`config.mk`:
```
export PLATFORM = sky130hd
export DESIGN_NAME = sdmac_dma_top
export DESIGN_NICKNAME = d
export VERILOG_FILES = /design/src/dma_types_pkg.sv /design/src/wb_types_pkg.sv /design/src/dma_fifo.sv /design/src/wb_master.sv /design/src/cpu_sm_inputs.sv /design/src/cpu_sm.sv /design/src/sdmac_dma_top.sv
export VERILOG_INCLUDE_DIRS = /design/src
export SDC_FILE = /design/constraint.sdc
export NUM_CORES = 1
export LEC_CHECK = 0
export ABC_AREA = 1
export CORE_ASPECT_RATIO = 1.1
export CORE_MARGIN = 3
export CORE_UTILIZATION = 45
export CTS_CLUSTER_DIAMETER = 120
export DETAILED_ROUTE_END_ITERATION = 12
export DONT_BUFFER_PORTS = 1
export HOLD_SLACK_MARGIN = 0.12
export SETUP_SLACK_MARGIN = 0.1
export SYNTH_ARGS = -nofsm -noshare
export SYNTH_HDL_FRONTEND = slang
export SYNTH_HIERARCHICAL = 1
export SYNTH_SLANG_ARGS = --single-unit
```
`constraint.sdc`:
```
create_clock -name clk -period 3.5 [get_ports clk]
set_input_delay 0.175 -clock clk [delete_from_list [all_inputs] [get_ports clk]]
set_output_delay 0.175 -clock clk [all_outputs]
set_load 0.005 [all_outputs]
```
`src/sdmac_consts.svh`:
```
/*
 * Global width and depth constants for the SCSI-style DMA engine
 * Data, address and word count widths, default FIFO depth
 */
`ifndef SDMAC_CONSTS_SVH
`define SDMAC_CONSTS_SVH

// Bus data word, one full word per Wishbone cycle
`define SDMAC_DATA_W 32

// Byte address on the memory side
`define SDMAC_ADDR_W 32

// Programmed transfer length in words
`define SDMAC_CNT_W 16

// Words buffered between peripheral and engine
`define SDMAC_FIFO_DEPTH 8

`endif

```
`src/dma_types_pkg.sv`:
```
/*
 * Engine side types: state enum, decoded transition terms,
 * FIFO status flags and the peripheral push and pop ports
 */
`include "sdmac_consts.svh"

package dma_types_pkg;

  typedef enum logic [2:0] {
    S_IDLE       = 3'd0,
    S_FETCH      = 3'd1, // Read cycle in progress
    S_FILL_WAIT  = 3'd2, // FIFO full, no fetch allowed
    S_DRAIN_WAIT = 3'd3, // FIFO empty, nothing to store
    S_STORE      = 3'd4, // Write cycle in progress
    S_DONE       = 3'd5
  } cpu_state_t;

  typedef struct packed {
    logic start_fetch;
    logic start_store;
    logic fetch_done;
    logic store_done;
    logic wait_space;
    logic wait_data;
    logic finish;
    logic abort;
  } sm_terms_t;

  typedef struct packed {
    logic empty;
    logic full;
    logic one_left; // Single free slot remaining
  } fifo_stat_t;

  typedef struct packed {
    logic                     valid;
    logic [`SDMAC_DATA_W-1:0] data;
  } periph_push_t;

  typedef struct packed {
    logic                     valid;
    logic [`SDMAC_DATA_W-1:0] data;
  } periph_pop_t;

endpackage

```
`src/wb_types_pkg.sv`:
```
/*
 * Bus side types: cycle opcode enum, the request from the state
 * machine and the Wishbone classic master and slave signal bundles
 */
`include "sdmac_consts.svh"

package wb_types_pkg;

  typedef enum logic [1:0] {
    OP_NONE  = 2'd0,
    OP_READ  = 2'd1,
    OP_WRITE = 2'd2
  } bus_op_t;

  typedef struct packed {
    bus_op_t                  op;
    logic [`SDMAC_ADDR_W-1:0] adr;
    logic [`SDMAC_DATA_W-1:0] dat; // Store data, ignored on reads
  } bus_req_t;

  typedef struct packed {
    logic                     cyc;
    logic                     stb;
    logic                     we;
    logic [`SDMAC_ADDR_W-1:0] adr;
    logic [`SDMAC_DATA_W-1:0] dat;
  } wb_m2s_t;

  typedef struct packed {
    logic                     ack;
    logic [`SDMAC_DATA_W-1:0] dat;
  } wb_s2m_t;

endpackage

```
`src/dma_fifo.sv`:
```
/*
 * Word FIFO between the peripheral and the DMA engine
 * Circular buffer, valid/ready on both ends, empty/full/one_left flags
 */
`timescale 1ns/1ps
`include "sdmac_consts.svh"

module dma_fifo import dma_types_pkg::*; #(
  parameter int DEPTH = `SDMAC_FIFO_DEPTH
) (
  input  logic         clk,
  input  logic         rst,
  input  periph_push_t push,
  output logic         push_ready,
  output periph_pop_t  pop,
  input  logic         pop_ready,
  output fifo_stat_t   stat
);

  localparam int DATA_W = `SDMAC_DATA_W;
  localparam int PTR_W  = $clog2(DEPTH);
  localparam int CNT_W  = PTR_W + 1;
  localparam logic [PTR_W-1:0] LAST_PTR = PTR_W'(DEPTH - 1);
  localparam logic [CNT_W-1:0] FULL_CNT = CNT_W'(DEPTH);

  logic [DATA_W-1:0] mem [DEPTH];
  logic [PTR_W-1:0]  wr_ptr;
  logic [PTR_W-1:0]  rd_ptr;
  logic [CNT_W-1:0]  count;
  logic              do_push;
  logic              do_pop;

  assign push_ready = (count != FULL_CNT);
  assign do_push    = push.valid & push_ready;
  assign do_pop     = pop.valid & pop_ready;

  assign pop = '{valid: (count != '0), data: mem[rd_ptr]};

  assign stat.empty    = (count == '0);
  assign stat.full     = (count == FULL_CNT);
  assign stat.one_left = (count == FULL_CNT - 1'b1); // Next push fills it

  always_ff @(posedge clk) begin
    if (rst) begin
      wr_ptr <= '0;
      rd_ptr <= '0;
      count  <= '0;
    end else begin
      if (do_push) begin
        wr_ptr <= (wr_ptr == LAST_PTR) ? '0 : wr_ptr + 1'b1; // Wrap for any depth
      end
      if (do_pop) begin
        rd_ptr <= (rd_ptr == LAST_PTR) ? '0 : rd_ptr + 1'b1;
      end
      case ({do_push, do_pop})
        2'b10:   count <= count + 1'b1;
        2'b01:   count <= count - 1'b1;
        default: count <= count; // Both or neither
      endcase
    end
  end

  always_ff @(posedge clk) begin
    if (do_push) begin
      mem[wr_ptr] <= push.data;
    end
  end

endmodule

```
`src/wb_master.sv`:
```
/*
 * Wishbone classic master, one cycle outstanding
 * Launches a cycle per request, holds the bus until ack,
 * then pulses cycle_done with the registered read data
 */
`timescale 1ns/1ps
`include "sdmac_consts.svh"

module wb_master import wb_types_pkg::*; (
  input  logic                     clk,
  input  logic                     rst,
  input  bus_req_t                 req,
  output wb_m2s_t                  wb_o,
  input  wb_s2m_t                  wb_i,
  output logic                     cycle_done,
  output logic [`SDMAC_DATA_W-1:0] rd_dat
);

  localparam int DATA_W = `SDMAC_DATA_W;
  localparam int ADDR_W = `SDMAC_ADDR_W;

  logic              cyc_q;
  logic              we_q;
  logic [ADDR_W-1:0] adr_q;
  logic [DATA_W-1:0] dat_q;
  logic              launch;

  // The request is still held in the cycle_done cycle, so skip it there
  assign launch = ~cyc_q & ~cycle_done & (req.op != OP_NONE);

  assign wb_o = '{cyc: cyc_q, stb: cyc_q, we: we_q, adr: adr_q, dat: dat_q};

  always_ff @(posedge clk) begin
    if (rst) begin
      cyc_q      <= 1'b0;
      cycle_done <= 1'b0;
    end else begin
      cycle_done <= 1'b0;
      if (cyc_q) begin
        if (wb_i.ack) begin
          cyc_q      <= 1'b0; // Drop cyc/stb after the acked edge
          cycle_done <= 1'b1;
        end
      end else if (launch) begin
        cyc_q <= 1'b1;
      end
    end
  end

  // Bus payload frozen for the whole cycle
  always_ff @(posedge clk) begin
    if (launch) begin
      we_q  <= (req.op == OP_WRITE);
      adr_q <= req.adr;
      dat_q <= req.dat;
    end
  end

  always_ff @(posedge clk) begin
    if (cyc_q && wb_i.ack) begin
      rd_dat <= wb_i.dat; // Valid alongside cycle_done
    end
  end

endmodule

```
`src/cpu_sm_inputs.sv`:
```
/*
 * Transition decoder for the CPU side state machine
 * Product terms of state, direction, enable, FIFO flags,
 * last word and bus cycle completion
 */
`timescale 1ns/1ps

module cpu_sm_inputs import dma_types_pkg::*; (
  input  cpu_state_t state,
  input  logic       dma_ena,
  input  logic       dma_dir,
  input  logic       flush,
  input  logic       cycle_done,
  input  logic       last_word,
  input  fifo_stat_t stat,
  output sm_terms_t  terms
);

  logic st_idle;
  logic st_fetch;
  logic st_fill;
  logic st_drain;
  logic st_store;
  logic rd_dir;
  logic bus_end;
  logic go_on;

  assign st_idle  = (state == S_IDLE);
  assign st_fetch = (state == S_FETCH);
  assign st_fill  = (state == S_FILL_WAIT);
  assign st_drain = (state == S_DRAIN_WAIT);
  assign st_store = (state == S_STORE);

  assign rd_dir  = ~dma_dir;                        // Memory to FIFO
  assign bus_end = (st_fetch | st_store) & cycle_done;
  assign go_on   = cycle_done & dma_ena & ~last_word; // More words to move

  // Read direction, keep a free slot for the word in flight
  assign terms.start_fetch = rd_dir & ~stat.full &
                             ((st_idle & dma_ena) |
                              (st_fill & dma_ena) |
                              (st_fetch & go_on & ~stat.one_left));

  assign terms.wait_space = rd_dir & dma_ena &
                            ((st_idle & stat.full) |
                             (st_fetch & go_on & (stat.full | stat.one_left)));

  // Write direction pops the next word as the previous store ends
  assign terms.start_store = dma_dir & ~stat.empty &
                             ((st_idle & dma_ena) |
                              (st_drain & dma_ena) |
                              (st_store & go_on));

  assign terms.wait_data = dma_dir & dma_ena & stat.empty &
                           (st_idle | (st_store & go_on & ~flush));

  assign terms.fetch_done = st_fetch & cycle_done;
  assign terms.store_done = st_store & cycle_done;

  // Count exhausted, or flush with nothing left to drain
  assign terms.finish = (bus_end & last_word) |
                        (dma_dir & flush & stat.empty &
                         (st_drain | (st_store & cycle_done)));

  // Enable dropped, only taken between bus cycles
  assign terms.abort = ~dma_ena & (st_fill | st_drain | bus_end);

endmodule

```
`src/cpu_sm.sv`:
```
/*
 * CPU side state machine of the DMA engine
 * State, address and word count registers, bus request issue
 * and the engine end of the FIFO
 */
`timescale 1ns/1ps
`include "sdmac_consts.svh"

module cpu_sm import dma_types_pkg::*, wb_types_pkg::*; (
  input  logic                     clk,
  input  logic                     rst,
  input  logic                     dma_ena,
  input  logic                     dma_dir,
  input  logic                     flush,
  input  logic [`SDMAC_ADDR_W-1:0] start_adr,
  input  logic [`SDMAC_CNT_W-1:0]  word_cnt,
  input  fifo_stat_t               stat,
  input  logic                     cycle_done,
  input  logic [`SDMAC_DATA_W-1:0] rd_dat,
  output periph_push_t             fifo_push,
  output logic                     fifo_pop_ready,
  input  periph_pop_t              fifo_pop,
  output bus_req_t                 req,
  output logic                     busy,
  output logic                     done
);

  localparam int DATA_W = `SDMAC_DATA_W;
  localparam int ADDR_W = `SDMAC_ADDR_W;
  localparam int CNT_W  = `SDMAC_CNT_W;
  localparam logic [ADDR_W-1:0] ADR_STEP = ADDR_W'(DATA_W / 8); // Bytes per word

  cpu_state_t        state;
  cpu_state_t        state_nxt;
  sm_terms_t         terms;
  bus_op_t           op_q;
  logic [ADDR_W-1:0] adr_q;
  logic [DATA_W-1:0] dat_q;
  logic [CNT_W-1:0]  rem_q;
  logic              flush_q;
  logic              last_word;
  logic              start;

  assign start     = (state == S_IDLE) & dma_ena;
  assign last_word = (rem_q == CNT_W'(1)); // Word in flight is the final one

  cpu_sm_inputs i_cpu_sm_inputs (
    .state      (state),
    .dma_ena    (dma_ena),
    .dma_dir    (dma_dir),
    .flush      (flush | flush_q),
    .cycle_done (cycle_done),
    .last_word  (last_word),
    .stat       (stat),
    .terms      (terms)
  );

  always_comb begin
    state_nxt = state;
    if (terms.finish || terms.abort) begin
      state_nxt = S_DONE;
    end else if (terms.start_fetch) begin
      state_nxt = S_FETCH;
    end else if (terms.start_store) begin
      state_nxt = S_STORE;
    end else if (terms.wait_space) begin
      state_nxt = S_FILL_WAIT;
    end else if (terms.wait_data) begin
      state_nxt = S_DRAIN_WAIT;
    end else if (state == S_DONE) begin
      state_nxt = S_IDLE; // One cycle done pulse
    end
  end

  always_ff @(posedge clk) begin
    if (rst) begin
      state   <= S_IDLE;
      op_q    <= OP_NONE;
      rem_q   <= '0;
      flush_q <= 1'b0;
    end else begin
      state <= state_nxt;
      if (terms.finish || terms.abort) begin
        op_q <= OP_NONE;
      end else if (terms.start_fetch) begin
        op_q <= OP_READ;
      end else if (terms.start_store) begin
        op_q <= OP_WRITE;
      end else if (cycle_done) begin
        op_q <= OP_NONE;
      end
      if (start) begin
        rem_q <= word_cnt;
      end else if (terms.fetch_done || terms.store_done) begin
        rem_q <= rem_q - 1'b1;
      end
      // Hold a flush pulse until the transfer ends
      if (state == S_IDLE) begin
        flush_q <= 1'b0;
      end else if (flush) begin
        flush_q <= 1'b1;
      end
    end
  end

  always_ff @(posedge clk) begin
    if (start) begin
      adr_q <= start_adr;
    end else if (terms.fetch_done || terms.store_done) begin
      adr_q <= adr_q + ADR_STEP;
    end
    if (fifo_pop_ready && fifo_pop.valid) begin
      dat_q <= fifo_pop.data; // Store data for the next write cycle
    end
  end

  assign req = '{op: op_q, adr: adr_q, dat: dat_q};

  assign fifo_push      = '{valid: terms.fetch_done, data: rd_dat};
  assign fifo_pop_ready = terms.start_store;

  assign busy = (state != S_IDLE) && (state != S_DONE);
  assign done = (state == S_DONE);

endmodule

```
`src/sdmac_dma_top.sv`:
```
/*
 * DMA engine top level
 * FIFO, Wishbone master and CPU side state machine,
 * plus the direction mux of the FIFO ends
 */
`timescale 1ns/1ps
`include "sdmac_consts.svh"

module sdmac_dma_top import dma_types_pkg::*, wb_types_pkg::*; (
  input  logic                     clk,
  input  logic                     rst,
  input  logic                     dma_ena,
  input  logic                     dma_dir,
  input  logic                     flush,
  input  logic [`SDMAC_ADDR_W-1:0] start_adr,
  input  logic [`SDMAC_CNT_W-1:0]  word_cnt,
  input  periph_push_t             periph_push,
  output logic                     push_ready,
  output periph_pop_t              periph_pop,
  input  logic                     pop_ready,
  output wb_m2s_t                  wb_o,
  input  wb_s2m_t                  wb_i,
  output logic                     busy,
  output logic                     done
);

  fifo_stat_t               stat;
  periph_push_t             eng_push;
  periph_push_t             fifo_push;
  periph_pop_t              fifo_pop;
  logic                     eng_pop_ready;
  logic                     fifo_pop_ready;
  bus_req_t                 req;
  logic                     cycle_done;
  logic [`SDMAC_DATA_W-1:0] rd_dat;

  // Peripheral fills in the write direction, engine fills in the read direction
  assign fifo_push      = dma_dir ? periph_push : eng_push;
  assign fifo_pop_ready = dma_dir ? eng_pop_ready : pop_ready;
  assign periph_pop     = '{valid: fifo_pop.valid & ~dma_dir, data: fifo_pop.data};

  dma_fifo i_dma_fifo (
    .clk        (clk),
    .rst        (rst),
    .push       (fifo_push),
    .push_ready (push_ready), // Only honoured when dma_dir is high
    .pop        (fifo_pop),
    .pop_ready  (fifo_pop_ready),
    .stat       (stat)
  );

  wb_master i_wb_master (
    .clk        (clk),
    .rst        (rst),
    .req        (req),
    .wb_o       (wb_o),
    .wb_i       (wb_i),
    .cycle_done (cycle_done),
    .rd_dat     (rd_dat)
  );

  cpu_sm i_cpu_sm (
    .clk            (clk),
    .rst            (rst),
    .dma_ena        (dma_ena),
    .dma_dir        (dma_dir),
    .flush          (flush),
    .start_adr      (start_adr),
    .word_cnt       (word_cnt),
    .stat           (stat),
    .cycle_done     (cycle_done),
    .rd_dat         (rd_dat),
    .fifo_push      (eng_push),
    .fifo_pop_ready (eng_pop_ready),
    .fifo_pop       (fifo_pop),
    .req            (req),
    .busy           (busy),
    .done           (done)
  );

endmodule

```
* Word level (Yosys, flattened, before mapping)
Memories as Yosys holds them, arrays and structs flattened. A register that Yosys moved wholly into a read port is not among the register bits.
Index checks and enable logic that the tools add are counted.
** Word-level totals
- RAM bits :: 256
- Register bits after elaboration :: 195
- Logic and storage cells :: 141
- Memories :: 1
- Input port bits :: 120
** Cells by class
- Reduce and logical (&&, ||, !) cells :: 21
- Bitwise logic cells :: 55
- Equal/unequal tests :: 15
- Mux-type cells :: 26
- $add $sub $neg :: 6
** Memory list
- i_dma_fifo.mem :: depth 8, width 32, rd ports 1, clocked after Yosys merged registers in 1, write ports 1, RTL line dma_fifo.sv:26 : logic [DATA_W-1:0] mem [DEPTH];
** Operators by type and width (number)
- 32-bit two-way mux :: 2
- 1-bit bitwise AND :: 33
- 33-bit two-way mux :: 1
- 32-bit by 3-bit adder with 32-bit output (second input constant) :: 1
- 16-bit two-way mux :: 2
- 3-bit two-way mux :: 10
- 16-bit by 1-bit equality test with 1-bit output (second input constant) :: 1
- 16-bit by 1-bit subtractor with 16-bit output (second input constant) :: 1
- 1-bit OR :: 13
- 3-bit equality test (second input constant) :: 4
- 1-bit NOT :: 9
- 3-bit nonzero test :: 3
- 1-bit two-way mux :: 8
- 4-bit one-hot mux with 2 select lines :: 1
- 2-bit nonzero test :: 4
- 3-bit by 1-bit adder with 3-bit output (second input constant) :: 2
- 3-bit by 2-bit equality test with 1-bit output (second input constant) :: 2
- 6-bit nonzero test :: 1
- 2-bit OR reduction :: 3
- 4-bit by 1-bit adder with 4-bit output (second input constant) :: 1
- 2-bit equality test (second input constant) :: 2
- 4-bit by 3-bit equality test with 1-bit output (second input constant) :: 1
- 4-bit equality test (second input constant) :: 1
- 4-bit zero test :: 1
- 12 further kinds :: 16

* Depth between registers and ports, before layout
Gate-level depths: netlist (run 1).
- Depth in word-level cells :: 12
- Gate-level depth with buffers :: 20
- Gate-level depth less buffers :: 20

* Modules after synthesis
Netlist (run 1), hierarchy kept.
** Modules (own cells, without submodules)
- dma_fifo :: times used 1, sequential area each 7947.6 sq um, cells each 813, area each 10650.2 sq um
- cpu_sm :: times used 1, sequential area each 2362.3 sq um, cells each 602, area each 4795.8 sq um
- wb_master :: times used 1, sequential area each 2952.8 sq um, cells each 115, area each 3029.2 sq um
- sdmac_dma_top :: times used 1, sequential area each 0.0 sq um, cells each 112, area each 498.0 sq um
- cpu_sm_inputs :: times used 1, sequential area each 0.0 sq um, cells each 47, area each 219.0 sq um

* Worst setup path before layout (run 1)
OpenSTA, ideal clock, no wires.
- Kind :: register -> register
- Start point :: register i_cpu_sm.state[0]
- End point :: memory i_dma_fifo/mem[1][0] (netlist name), enable pin
- Stages on the path, launching flop included :: 9
- Buffers on the path :: 0
- Slack :: 659 ps
- Required time :: 3079 ps
- Arrival time :: 2420 ps
- Clock period less this slack :: 2841 ps
- Cell sequence :: dfxtp_1 nand4_1 inv_1 nand2_1 nand2_1 nand2_2 nor2_1 inv_1 nor2_1
** RTL lines
- start: declaration :: RTL line cpu_sm.sv:33 : cpu_state_t state;
- start signal: assignment :: RTL line cpu_sm.sv:82 : state <= state_nxt;
- end: declaration :: RTL line dma_fifo.sv:26

* Worst setup path after layout (run 1)
- Start point :: register i_cpu_sm.rem_q[1]
- End point :: register i_dma_fifo.count[2]
** On the way
- Word-level cells in the longest chain between the ends :: 10
- Elaborated cells on any way between the ends :: 12
- Classes of those cells :: eq/ne: 3; mux: 2; bitwise: 6; reduce/logical: 1
** Ends and longest elaborated chain
- start: declaration :: RTL line cpu_sm.sv:39 : logic [CNT_W-1:0] rem_q;
- start signal: assignment :: RTL line cpu_sm.sv:93 : rem_q <= word_cnt;
- start signal: assignment :: RTL line cpu_sm.sv:95 : rem_q <= rem_q - 1'b1;
- 16-bit by 1-bit equality test with 1-bit output * :: RTL line cpu_sm.sv:45 : assign last_word = (rem_q == CNT_W'(1));
- named net i_cpu_sm.last_word :: RTL line cpu_sm.sv:41 : logic last_word;
- 1-bit NOT * :: RTL line cpu_sm_inputs.sv:36 : assign go_on = cycle_done & dma_ena & ~last_word;
- 1-bit bitwise AND * :: RTL line cpu_sm_inputs.sv:36
- 1-bit bitwise AND * :: RTL line cpu_sm_inputs.sv:52 : (st_store & go_on));
- 1-bit OR * :: RTL line cpu_sm_inputs.sv:51 : (st_drain & dma_ena) |
- 1-bit bitwise AND * :: RTL line cpu_sm_inputs.sv:49 : assign terms.start_store = dma_dir & ~stat.empty &
- named net eng_pop_ready :: RTL line sdmac_dma_top.sv:31 : logic eng_pop_ready;
- 1-bit two-way mux * :: RTL line sdmac_dma_top.sv:39 : assign fifo_pop_ready = dma_dir ? eng_pop_ready : pop_ready;
- named net fifo_pop_ready :: RTL line sdmac_dma_top.sv:32 : logic fifo_pop_ready;
- 1-bit bitwise AND * :: RTL line dma_fifo.sv:35 : assign do_pop = pop.valid & pop_ready;
- 2-bit by 1-bit equality test with 1-bit output or 2-bit equality test (tied branches) :: RTL line dma_fifo.sv:55 : case ({do_push, do_pop})
- 4-bit one-hot mux with 2 select lines or 2-bit nonzero test (tied branches)
- end signal: assignment :: RTL line dma_fifo.sv:56 : 2'b10: count <= count + 1'b1;
- end signal: assignment :: RTL line dma_fifo.sv:57 : 2'b01: count <= count - 1'b1;
- end signal: assignment :: RTL line dma_fifo.sv:58 : default: count <= count;
- end: declaration :: RTL line dma_fifo.sv:29 : logic [CNT_W-1:0] count;
Mark *: on every way through the listed nets, which the timed path passes. The rest lies on a longest branch.
A chain may end at the register's enable or synchronous reset.

==> results of run 1 <==
[metrics by stage]
stage               utilization (%)  hold slack (ns)
CTS                           53.31           0.1744
global placement              46.78           0.2425
finish                        53.31           0.2043
global route                  53.31           0.1967
floorplan                         -           0.2374
detailed placement            46.78           0.2424
[per-layer routing]
metal / up-vias / part of all wire [%] / global-route usage, %
met3: 62 / 5.7 / 3.883
met4: 0 / 2.4 / 6.327
met5: - / 0 / 0
met2: 298 / 50 / 33.13
met1: 5908 / 42 / 25.10
li1: 5956 / - / -
[worst min-delay path, stage by stage]
cell,delay (ns)
buf_12,0.16
nand2_1,0.08
nand2_1,0.14
[logic make-up after synthesis]
kind of cell / after synthesis
compound gates: 238
xor+xnor: 12
fa+ha+maj: 10
buf+inv: 195
flops: 454
mux: 32
simple gates: 748
[where the power goes]
part | switching (mW) | internal [mW] | leakage (nW)
combinational | 2.54 | 1.11 | 3.27
clock | 2.04 | 2.85 | 0.722
sequential | 0.547 | 6.93 | 4.12
total | 5.13 | 10.9 | 8.12
[timing repair]
action	CTS	global route
endpoints found under the setup margin	0	1
hold buffers	122	0
gates resized for setup	0	1
endpoints found under the hold margin	357	0
[worst max-delay path by stage]
stage	start	endpoint	slack, ns
floorplan	i_cpu_sm/state[0]	i_dma_fifo/mem[1][0]	0.66
global placement	i_cpu_sm/rem_q[7]	i_dma_fifo/count[2]	0.58
detailed placement	i_cpu_sm/rem_q[7]	i_dma_fifo/count[2]	0.54
CTS	i_cpu_sm/rem_q[7]	i_cpu_sm/state[2]	0.51
global route	i_cpu_sm/rem_q[1]	i_dma_fifo/count[2]	0.17
finish	i_cpu_sm/rem_q[1]	i_dma_fifo/count[2]	0.55
[sequential cells by signal, summed over array words and instances (netlist names), 4 cells and up, named ones only]
register and cells:
i_wb_master/rd_dat 32, i_dma_fifo/mem 256, i_wb_master/dat_q 32, i_wb_master/adr_q 32
i_cpu_sm/rem_q 16, i_cpu_sm/adr_q 32, i_dma_fifo/count 4, i_cpu_sm/dat_q 32
[synth_stat cells, types with 3 or more instances]
cell        n
dfxtp_1    37
nor2_1    228
nor4_1      3
o22ai_1    32
nor3_1     11
o21ai_1    24
inv_2       5
xor2_1     10
nand2_1   407
nor2_2      5
o21ai_0   139
inv_1      88
buf_6       5
a21oi_1    26
edfxtp_1  417
o211ai_1    4
or2_2       5
buf_2      16
a31oi_1     5
o21bai_1    3
ha_1       10
mux2i_1    32
nor2_4      5
buf_1       5
clkbuf_2    5
nand3b_1    5
nand2_2    18
clkbuf_1   18
nand4_1     7
nand3_1    47
buf_4      48
[final cells by class]
cell class                 instances  area share [%]
sequential                       454           59.73
multi-input combinational       1040           22.30
timing repair buffer             143           6.476
clock buffer                      58           5.480
tap                              560           3.154
inverter                          94           1.628
clock inverter                    26           1.233
==> flow_metrics.env, run 1 <==
export IMPL_synth_simple_area_share_pct=15.99
export IMPL_worstPathMaxFanout=6
export IMPL_cp_end_kind="register"
export IMPL_synth_adder_area_share_pct=0.6519
export IMPL_ios=223
export IMPL_wirelength_um=44150
export IMPL_grt_max_degree=129
export IMPL_cts_root_buf="clkbuf_16"
export IMPL_nFillCells=3547
export IMPL_clk_pin_slew_ns=0.06
export IMPL_cp_slowest_stage_delay_ns=0.35
export IMPL_critPathRequiredTime_ns=3.97
export IMPL_die_x_um=202.9
export IMPL_drive_gt1_share_pct=8.209
export IMPL_final_cells=2375
export IMPL_mostFrequentLayoutCells="edfxtp_1, nand2_1, nor2_1, o21ai_0, dlygate4sd3_1"
export IMPL_worstReg2RegStart="i_cpu_sm/rem_q[1]"
export IMPL_syn_to_final_growth_pct=15.76
export IMPL_cpLargestDelayFamily="simple AND/OR/NAND/NOR gates"
export IMPL_regArea_mm2=0.01327
export IMPL_hold_depth=3
export IMPL_gp_congestion=0.8444
export IMPL_hp_class="in -> reg"
export IMPL_muxShareOfSynthArea_pct=1.669
export IMPL_netlist_top_cell_by_area="edfxtp_1"
export IMPL_syn_avg_cell_area_um2=11.36
export IMPL_total_power_mw=16.02
export IMPL_powerDensity_mw_per_mm2=720.9
export IMPL_leakage_nw=8.118
export IMPL_synth_cells=1689
export IMPL_num_antenna_cells=0
export IMPL_finalHoldViolations=0
export IMPL_arrival_ns=3.42
export IMPL_cts_htree_levels=2
export IMPL_design_area_mm2=0.02222
export IMPL_overflow=0
export IMPL_ys_flop_type="edfxtp_1"
export IMPL_reg2reg_slack_ns=0.55
export IMPL_worst_path_max_delay_cell="dfxtp_1"
export IMPL_place_area_mm2=0.01949
export IMPL_cap_violations=0
export IMPL_timing_rr_end="i_dma_fifo/count[2]"
export IMPL_dieArea_mm2=0.04517
export IMPL_postCtsSetupBuffers=0
export IMPL_firstDrtPassIters=5
export IMPL_cts_buffers=47
export IMPL_rr_worst_depth=21
export IMPL_dpl_cell_count=2169
export IMPL_synth_area_leaders="edfxtp_1, nand2_1, nor2_1, dfxtp_1, o21ai_0"
export IMPL_wire_per_inst_um=18.59
export IMPL_clock_sinks=454
export IMPL_max_freq_mhz=338.8
export IMPL_synth_seq_cells=454
export IMPL_cts_tree="yes"
export IMPL_initial_utilization_pct=46.05
export IMPL_ir_drop_mv=0.3818
export IMPL_critPathLaunchType="register"
export IMPL_drt_iter0_drc=699
export IMPL_ant_nets=0
export IMPL_status="completed"
export IMPL_setup_slack_ns=0.5484
export IMPL_rsz0062_at_grt="no"
export IMPL_synth_top_area_share_pct=65.25
export IMPL_synth_warnings=6
export IMPL_crit_chain="inv_1, ha_1, nand3_1, nor4_1, buf_4, nor2_4, nand2_1, a21oi_1, nand2_1, nand2_1, nand2_1, inv_1, ha_1, nand2_1, inv_1, nor2_1, ha_1, a21oi_1, xnor2_1, o21ai_0, inv_1"
export IMPL_final_common_cell="edfxtp_1"
export IMPL_synth_xor_area_share_pct=0.5476
export IMPL_core_area_mm2=0.04167
export IMPL_hp_start="dma_dir"
export IMPL_setup_viol=0
export IMPL_viasPerCell=5.147
export IMPL_numPortBuffers=0
export IMPL_rows=78
export IMPL_period_share_pct=84.33
export IMPL_via_count=12220
export IMPL_crit_buf_inv=5
export IMPL_slew_headroom_pct=24.63
export IMPL_synth_area_mm2=0.01919
export IMPL_track_usage_pct=19.46
export IMPL_clockBufferDepth=3
export IMPL_synthesis_nets=1819
export IMPL_crit_type="reg -> reg"
export IMPL_die_h_um=222.6
export IMPL_grt_pass1_vias=12050
export IMPL_worst_path_most_repeated_cell="nand2_1"
export IMPL_synth_top_family_by_area="simple AND/OR/NAND/NOR gates"
export IMPL_drv_slew=0
export IMPL_multiInputGateArea_mm2=0.004954
export IMPL_synth_edff_count=417
export IMPL_drc_errors=0
export IMPL_antenna_found_initial=0
export IMPL_min_period_ns=2.952
export IMPL_ys_types=43
export IMPL_yosysSeqAreaShare_pct=69.10
export IMPL_path_depth=21
export IMPL_nets=1910
export IMPL_synth_compound_area_share_pct=6.630
export IMPL_dpl_worst_slack_ns=0.5386
export IMPL_dp_hpwl_um=26390
export IMPL_setup_tns_ns=0
export IMPL_worst_pin_slew_ns=1.127
export IMPL_hold_path_end="i_dma_fifo/mem[1][15]"
export IMPL_ys_async_sr_fraction_pct=0
export IMPL_grt_pass1_wl_um=68680
export IMPL_clkLatencyLatePin_ns=0.57
export IMPL_clock_skew_ns=0.01727
No activity file was read; power rests on OpenSTA's default activity.
==> inputs of run 2 (changes only) <==
--- a/config.mk
+++ b/config.mk
@@ -6,7 +6,7 @@
 export SDC_FILE = /design/constraint.sdc
 export NUM_CORES = 1
 export LEC_CHECK = 0
-export ABC_AREA = 1
+export ABC_AREA = 0
 export CORE_ASPECT_RATIO = 1.1
 export CORE_MARGIN = 3
 export CORE_UTILIZATION = 45
==> constraint.sdc (replaced) <==
create_clock -name clk -period 3 [get_ports clk]
set_input_delay 0.15 -clock clk [delete_from_list [all_inputs] [get_ports clk]]
set_output_delay 0.15 -clock clk [all_outputs]
set_load 0.005 [all_outputs]
==> run 2 against run 1 <==
  * The flow now finishes with violations (setup timing)
  * Critical path depth is 7 lower
  * Via count fell by 24%
  * Maximum frequency is 9.9% lower
  * First-iteration DRC count fell by 27%
  * Non-clock buffer count up 37
  * Clock power up 9.2%
  * Count of clock-buffer cells in the layout did not move
  * Synthesized area down 4.1%
  * Global-route usage down 1.6 points
  * Register-to-register slack got worse by 0.82 ns
  * Largest cell class unchanged
==> flow_metrics.env, run 2 <==
export IMPL_synth_area_leaders="edfxtp_1, mux4_2, dfxtp_1, mux2_4, mux4_1"
export IMPL_initial_utilization_pct=45.69
export IMPL_cts_tree="yes"
export IMPL_drc_errors=0
export IMPL_rsz0062_at_grt="yes"
export IMPL_crit_type="reg -> reg"
export IMPL_clockBufferDepth=3
export IMPL_die_x_um=198.8
export IMPL_synth_edff_count=417
export IMPL_design_area_mm2=0.02188
export IMPL_place_area_mm2=0.01905
export IMPL_hold_path_end="i_cpu_sm/rem_q[0]"
export IMPL_clkLatencyLatePin_ns=0.57
export IMPL_synth_warnings=6
export IMPL_nFillCells=3092
export IMPL_syn_avg_cell_area_um2=18.13
export IMPL_ios=223
export IMPL_max_freq_mhz=305.3
export IMPL_p_sw_share_pct=24.88
export IMPL_cts_htree_levels=2
export IMPL_synth_top_area_share_pct=68.05
export IMPL_die_h_um=218.1
export IMPL_drt_iter0_drc=507
export IMPL_drive_gt1_share_pct=23.13
export IMPL_status="finished with violations"
export IMPL_viasPerCell=5.424
export IMPL_finalHoldViolations=0
export IMPL_slew_headroom_pct=53.28
export IMPL_min_period_ns=3.276
export IMPL_critPathRequiredTime_ns=3.46
export IMPL_critPathLaunchType="register"
export IMPL_grt_max_degree=65
export IMPL_worst_pin_slew_ns=0.7008
export IMPL_seqPwrFrac_pct=52.0
export IMPL_syn_to_final_growth_pct=18.91
export IMPL_synth_area_mm2=0.01840
export IMPL_fin_util_pct=54.33
export IMPL_leakage_nw=7.167
export IMPL_numPortBuffers=0
export IMPL_holdWs_ns=0.1346
export IMPL_hp_start="dma_ena"
export IMPL_hp_class="in -> reg"
export IMPL_worstReg2RegStart="i_cpu_sm/rem_q[8]"
export IMPL_dpl_worst_slack_ns=-0.4328
export IMPL_ys_async_sr_fraction_pct=0
export IMPL_ys_types=65
export IMPL_reg2reg_slack_ns=-0.28
export IMPL_combinationalPowerShare_pct=13.2
export IMPL_multiInputGateArea_mm2=0.004686
export IMPL_clock_skew_ns=0.01015
export IMPL_worstPathMaxFanout=3
export IMPL_period_share_pct=109.2
export IMPL_drv_slew=0
export IMPL_final_common_cell="edfxtp_1"
export IMPL_cts_buffers=47
export IMPL_intPower_mw=11.54
export IMPL_mostFrequentLayoutCells="edfxtp_1, dlygate4sd3_1, nand2_1, clkbuf_16, nor2_1"
export IMPL_wire_per_inst_um=22.47
export IMPL_synthesis_nets=1145
export IMPL_timing_rr_end="i_dma_fifo/count[3]"
export IMPL_ys_top_cells_by_count="edfxtp_1, nand2_1, nor2_1, mux4_2"
export IMPL_clock_sinks=454
export IMPL_ant_nets=0
export IMPL_hold_depth=4
export IMPL_core_area_mm2=0.04027
export IMPL_clk_pin_slew_ns=0.06
export IMPL_grt_pass1_wl_um=58260
export IMPL_synth_cells=1015
export IMPL_largest_register_ffs=256
export IMPL_ir_drop_mv=0.6365
export IMPL_violations="setup timing"
export IMPL_p_switching_mw=3.821
export IMPL_yosysSeqAreaShare_pct=72.08
export IMPL_arrival_ns=3.73
export IMPL_netlist_top_cell_by_area="edfxtp_1"
export IMPL_rows=77
export IMPL_via_count=9308
export IMPL_setup_slack_ns=-0.2758
export IMPL_ys_flop_type="edfxtp_1"
export IMPL_cts_root_buf="clkbuf_16"
export IMPL_setup_tns_ns=-1.376
export IMPL_synth_most_common_cell="edfxtp_1"
export IMPL_regMostFlops="i_dma_fifo/mem"
export IMPL_dieArea_mm2=0.04335
export IMPL_firstDrtPassIters=5
export IMPL_antenna_found_initial=1
export IMPL_powerDensity_mw_per_mm2=701.9
export IMPL_cap_violations=0
export IMPL_nets=1299
export IMPL_rr_worst_depth=14
export IMPL_gp_congestion=0.7850
export IMPL_setup_viol=8
export IMPL_track_usage_pct=17.85
export IMPL_cp_end_kind="register"
export IMPL_dp_hpwl_um=22140
export IMPL_wirelength_um=38560
export IMPL_p_clk_share_pct=34.8
export IMPL_overflow=0
export IMPL_synth_seq_cells=454
export IMPL_grt_pass1_vias=9669
export IMPL_regArea_mm2=0.01327
-- run 2: changes by cell type after synthesis, moves of 17 or more --
cell	delta
o22ai_1	-32
xnor2_1	+24
mux2i_1	-31
o21ai_1	-23
mux4_2	+43
inv_1	-75
mux2_4	+37
nand3_1	-29
mux4_1	+21
mux2_2	+29
nand2_2	-17
o21ai_0	-113
nand2_1	-351
nor2_1	-180
-- run 2: cell families (layout without fill, tap and decap cells) --
kind of cell               count (synthesis)  in the layout  share of synthesized area (%)
DFF                                      454            454                          72.08
adders and majority gates                 10             10                         0.6800
other                                      0              1                              0
and+or+nand+nor                          212            212                          6.168
muxes                                    132            132                          13.17
buffers and inverters                     88            275                          3.257
xor gates and xnor gates                  43             43                          2.047
AOI/OAI and AO/OA                         76             76                          2.598
-- run 2: metrics by stage --
stage	total power [mW]	instances
2_1_floorplan	9.404	1015
3_3_place_gp	9.890	1496
3_5_place_dp	9.933	1496
4_1_cts	15.53	1715
5_1_grt	16.06	1715
6_report	15.36	1716
-- run 2: per-layer routing --
metal  up-vias  global-route usage [%]  wire, µm
li1       4276                       -         -
met1      4701                   22.57     15830
met2       284                   30.58     19530
met3        47                   4.852      2348
met4         0                   4.663       845
met5         -                       0         0
-- run 2: final cells by class --
class	instances	area share, %
clock inverters	24	0.7091
inverters	13	0.2230
clock buffers	58	5.661
repair buffers	180	8.378
flip-flops and latches	454	60.67
multi-input cells	473	21.42
well taps	513	2.934
diodes	1	0.01144
-- run 2: worst max-delay path, stage by stage, from the launching register on --
cell,delay (ns)
dfxtp_2,0.32
or4_4,0.52
or3_4,0.37
nor2_4,0.12
nor2b_2,0.06
o21ai_2,0.12
a211oi_2,0.09
mux2_4,0.29
nand2_4,0.07
inv_2,0.05
ha_2,0.19
nand3b_1,0.16
a211o_1,0.26
a31oi_1,0.19
mux2_1,0.35
-- run 2: what timing repair did --
action / in CTS / in global routing
endpoints found under the setup margin: 3 / 9
pin swaps: 11 / 1
setup buffers: 12 / 0
endpoints found under the hold margin: 357 / 0
hold buffers: 125 / 0
gates resized for setup: 17 / 2
-- run 2: worst max-delay path by stage --
stage | cells past startpoint | start | to | slack [ns]
floorplan | 4 | i_cpu_sm/state[0] | i_dma_fifo/mem[2][0] | -0.76
global placement | 13 | i_cpu_sm/rem_q[8] | i_dma_fifo/count[3] | -0.39
detailed placement | 13 | i_cpu_sm/rem_q[8] | i_dma_fifo/count[3] | -0.43
CTS | 14 | i_cpu_sm/rem_q[8] | i_dma_fifo/count[3] | -0.27
global route | 16 | i_cpu_sm/rem_q[8] | i_dma_fifo/count[2] | -0.39
finish | 14 | i_cpu_sm/rem_q[8] | i_dma_fifo/count[3] | -0.28
-- run 2: power groups by stage --
| stage | Combinational [mW] | Sequential [mW] | Clock (mW) |
|---|---|---|---|
| after CTS | 2.05 | 7.98 | 5.49 |
| after detailed placement | 1.82 | 8.11 | 0 |
| after global routing | 2.25 | 8.05 | 5.75 |
| final | 2.03 | 7.99 | 5.34 |
| after floorplan | 1.40 | 8.01 | 0 |
| after global placement | 1.80 | 8.09 | 0 |
==> inputs of run 3 (changes only) <==
--- a/config.mk
+++ b/config.mk
@@ -7,7 +7,6 @@
 export NUM_CORES = 1
 export LEC_CHECK = 0
 export ABC_AREA = 0
-export CORE_ASPECT_RATIO = 1.1
 export CORE_MARGIN = 3
 export CORE_UTILIZATION = 45
 export CTS_CLUSTER_DIAMETER = 120
@@ -17,5 +16,4 @@
 export SETUP_SLACK_MARGIN = 0.1
 export SYNTH_ARGS = -nofsm -noshare
 export SYNTH_HDL_FRONTEND = slang
-export SYNTH_HIERARCHICAL = 1
 export SYNTH_SLANG_ARGS = --single-unit
==> run 3 against run 2 <==
  * The run now ends clean
  * Clock skew grew 0.010 ns
  * Combinational power is 56% higher
  * Routed wire length down 3.3%
  * Cell area fell by 1.1%
  * Non-clock buffer count is 22 lower
  * Die area down 2.7%
  * Cell count down 0.23%
  * Total power is 15% higher
  * Register-to-register slack better by 0.52 ns
  * Flip-flop and latch count is the same
  * Largest cell class unchanged
==> flow_metrics.env, run 3 <==
export IMPL_drv_slew=0
export IMPL_dpl_cell_count=1496
export IMPL_status="completed"
export IMPL_syn_avg_cell_area_um2=17.94
export IMPL_dieArea_mm2=0.04218
export IMPL_worst_path_most_repeated_cell="a21oi_2"
export IMPL_rsz0062_at_grt="no"
export IMPL_leakage_nw=6.888
export IMPL_total_power_mw=17.64
export IMPL_core_area_mm2=0.03892
export IMPL_ys_flop_type="edfxtp_1"
export IMPL_synthesis_nets=1127
export IMPL_mostFrequentLayoutCells="edfxtp_1, dlygate4sd3_1, mux4_2, mux2_2, nand2_1"
export IMPL_die_h_um=205.4
export IMPL_synth_warnings=0
export IMPL_synth_area_mm2=0.01789
export IMPL_combinationalPowerShare_pct=18.0
export IMPL_crit_buf_inv=1
export IMPL_final_common_cell="edfxtp_1"
export IMPL_yosysSeqAreaShare_pct=74.14
export IMPL_syn_to_final_growth_pct=20.97
export IMPL_cts_htree_levels=2
export IMPL_synth_edff_count=417
export IMPL_gp_congestion=0.7757
export IMPL_grt_pass1_vias=9550
export IMPL_synth_cells=997
export IMPL_hp_class="in -> reg"
export IMPL_grt_pass1_wl_um=56910
export IMPL_firstDrtPassIters=4
export IMPL_cp_slowest_stage_delay_ns=0.38
export IMPL_netlist_top_cell_by_area="edfxtp_1"
export IMPL_largest_register_ffs=256
export IMPL_dpl_worst_slack_ns=0.1310
export IMPL_worst_pin_slew_ns=1.062
export IMPL_worstPathMaxFanout=5
export IMPL_track_usage_pct=17.78
export IMPL_overflow=0
export IMPL_intPower_mw=12.91
export IMPL_rows=72
export IMPL_regMostFlops="i_dma_fifo.mem"
export IMPL_initial_utilization_pct=45.97
export IMPL_p_clk_share_pct=33.5
export IMPL_synth_most_common_cell="edfxtp_1"
export IMPL_seqPwrFrac_pct=48.6
export IMPL_ir_drop_mv=0.5046
export IMPL_critPathLaunchType="register"
export IMPL_drive_gt1_share_pct=22.46
export IMPL_numPortBuffers=0
export IMPL_min_period_ns=2.758
export IMPL_dp_hpwl_um=21990
export IMPL_clk_pin_slew_ns=0.06
export IMPL_clockBufferDepth=3
export IMPL_ys_async_sr_fraction_pct=0
export IMPL_viasPerCell=5.402
export IMPL_via_count=9249
export IMPL_clock_skew_ns=0.02040
export IMPL_p_sw_share_pct=26.82
export IMPL_ys_top_cells_by_count="edfxtp_1, mux2_2, mux4_2, nand2_1, nor2_1"
export IMPL_synth_top_area_share_pct=70.00
export IMPL_arrival_ns=3.27
export IMPL_p_switching_mw=4.732
export IMPL_cp_end_kind="register"
export IMPL_wire_per_inst_um=21.79
export IMPL_max_freq_mhz=362.6
export IMPL_crit_type="reg -> reg"
export IMPL_antenna_found_initial=0
export IMPL_fin_util_pct=55.60
export IMPL_wirelength_um=37300
export IMPL_critPathRequiredTime_ns=3.51
export IMPL_clock_sinks=454
export IMPL_synth_seq_cells=454
export IMPL_cts_root_buf="clkbuf_16"
export IMPL_period_share_pct=91.92
export IMPL_setup_slack_ns=0.2423
export IMPL_final_cells=1712
export IMPL_powerDensity_mw_per_mm2=815.2
export IMPL_die_x_um=205.4
export IMPL_drt_iter0_drc=486
export IMPL_ys_types=62
export IMPL_grt_max_degree=66
export IMPL_worst_path_max_delay_cell="or3b_4"
export IMPL_setup_viol=0
export IMPL_finalHoldViolations=0
export IMPL_cts_buffers=49
export IMPL_drc_errors=0
export IMPL_cap_violations=0
export IMPL_slew_headroom_pct=29.19
export IMPL_clkLatencyLatePin_ns=0.58
export IMPL_ios=223
export IMPL_ant_nets=0
export IMPL_cpLargestDelayFamily="simple AND/OR/NAND/NOR gates"
export IMPL_synth_area_leaders="edfxtp_1, mux4_2, dfxtp_1, mux2_2, nand2_1"
export IMPL_crit_chain="inv_2, ha_1, or3b_4, nor4_4, a211o_1, nand2_2, ha_4, xor2_2, ha_2, a21oi_2, xor2_1, or3_1, a21oi_2"
export IMPL_cts_tree="yes"
export IMPL_nets=1284
[run 3: cell count changes in the layout (fill, tap and decap cells not counted), moves of 14 or more]
| cell | before | now |
|---|---|---|
| buf_4 | 43 | 29 |
| mux4_2 | 43 | 64 |
| mux4_1 | 21 | 0 |
| mux2_4 | 38 | 0 |
| mux2_2 | 28 | 64 |
[run 3: cell type report]
type	instances	area [µm²]
diodes	1	2.502
inverters	14	55.05
flip-flops and latches	454	13270
well taps	518	648.1
fillers	3036	17280
multi-input cells	477	4491
repair buffers	158	1587
clock inverters	26	280.3
clock buffers	64	1304
[run 3: logic make-up (layout without fill, tap and decap cells)]
family                   Yosys count  in the layout  share of synthesized area (%)
AND/OR/NAND/NOR                  209            209                          6.260
XOR/XNOR                          47             47                          2.343
other                              0              1                              0
AO/OA/AOI/OAI                     82             82                          2.847
flip-flops                       454            454                          74.14
adder cells (fa/ha/maj)           10             10                         0.6994
buffers and inverters             66            262                          1.567
multiplexers                     129            129                          12.14
[run 3: worst min-delay path, delay by kind of cell]
kind             cells  cell delay, ns
AND/OR/NAND/NOR      1            0.05
AO/OA/AOI/OAI        3            0.49
[run 3: repair_timing]
item / 4_1_cts / 5_1_grt
setup buffers: 0 / 1
hold buffers: 124 / 0
setup endpoints to repair: 0 / 1
hold endpoints to repair: 357 / 0
gates resized for setup: 0 / 10
[run 3: power groups by stage]
stage	Sequential [mW]	Combinational (mW)	Clock, mW
after floorplan	8.52	2.29	0
after global placement	8.67	2.98	0
after detailed placement	8.69	3.02	0
after CTS	8.56	3.20	6.06
after global routing	8.67	3.53	6.31
final	8.57	3.17	5.90
[run 3: worst paths after layout]
kind	startpoint	end	slack [ns]	depth (start not counted)
max reg2reg	i_cpu_sm.rem_q[1]	i_dma_fifo.count[2]	0.24	13
max	i_cpu_sm.rem_q[1]	i_dma_fifo.count[2]	0.24	13
min	flush	i_cpu_sm.op_q[0]	0.17	4
min reg2reg	i_cpu_sm.dat_q[8]	i_wb_master.dat_q[8]	0.42	0
[run 3: metrics by stage]
stage	instance area (µm²)	hold WS, ns	setup TNS (ns)
2_1_floorplan	17940	0.2489	-77.97
3_3_place_gp	18740	0.2260	0
3_5_place_dp	18740	0.2279	0
4_1_cts	21590	0.1301	0
5_1_grt	21640	0.1677	0
6_report	21640	0.1695	0
[run 3: metal layers]
layer  track usage [%]  routed length, µm  vias up
met5                 0                  0        -
met4             5.175                666        0
met3             3.734               2091       41
met2             29.47              18160      254
met1             23.96              16380     4717
li1                  -                  -     4237
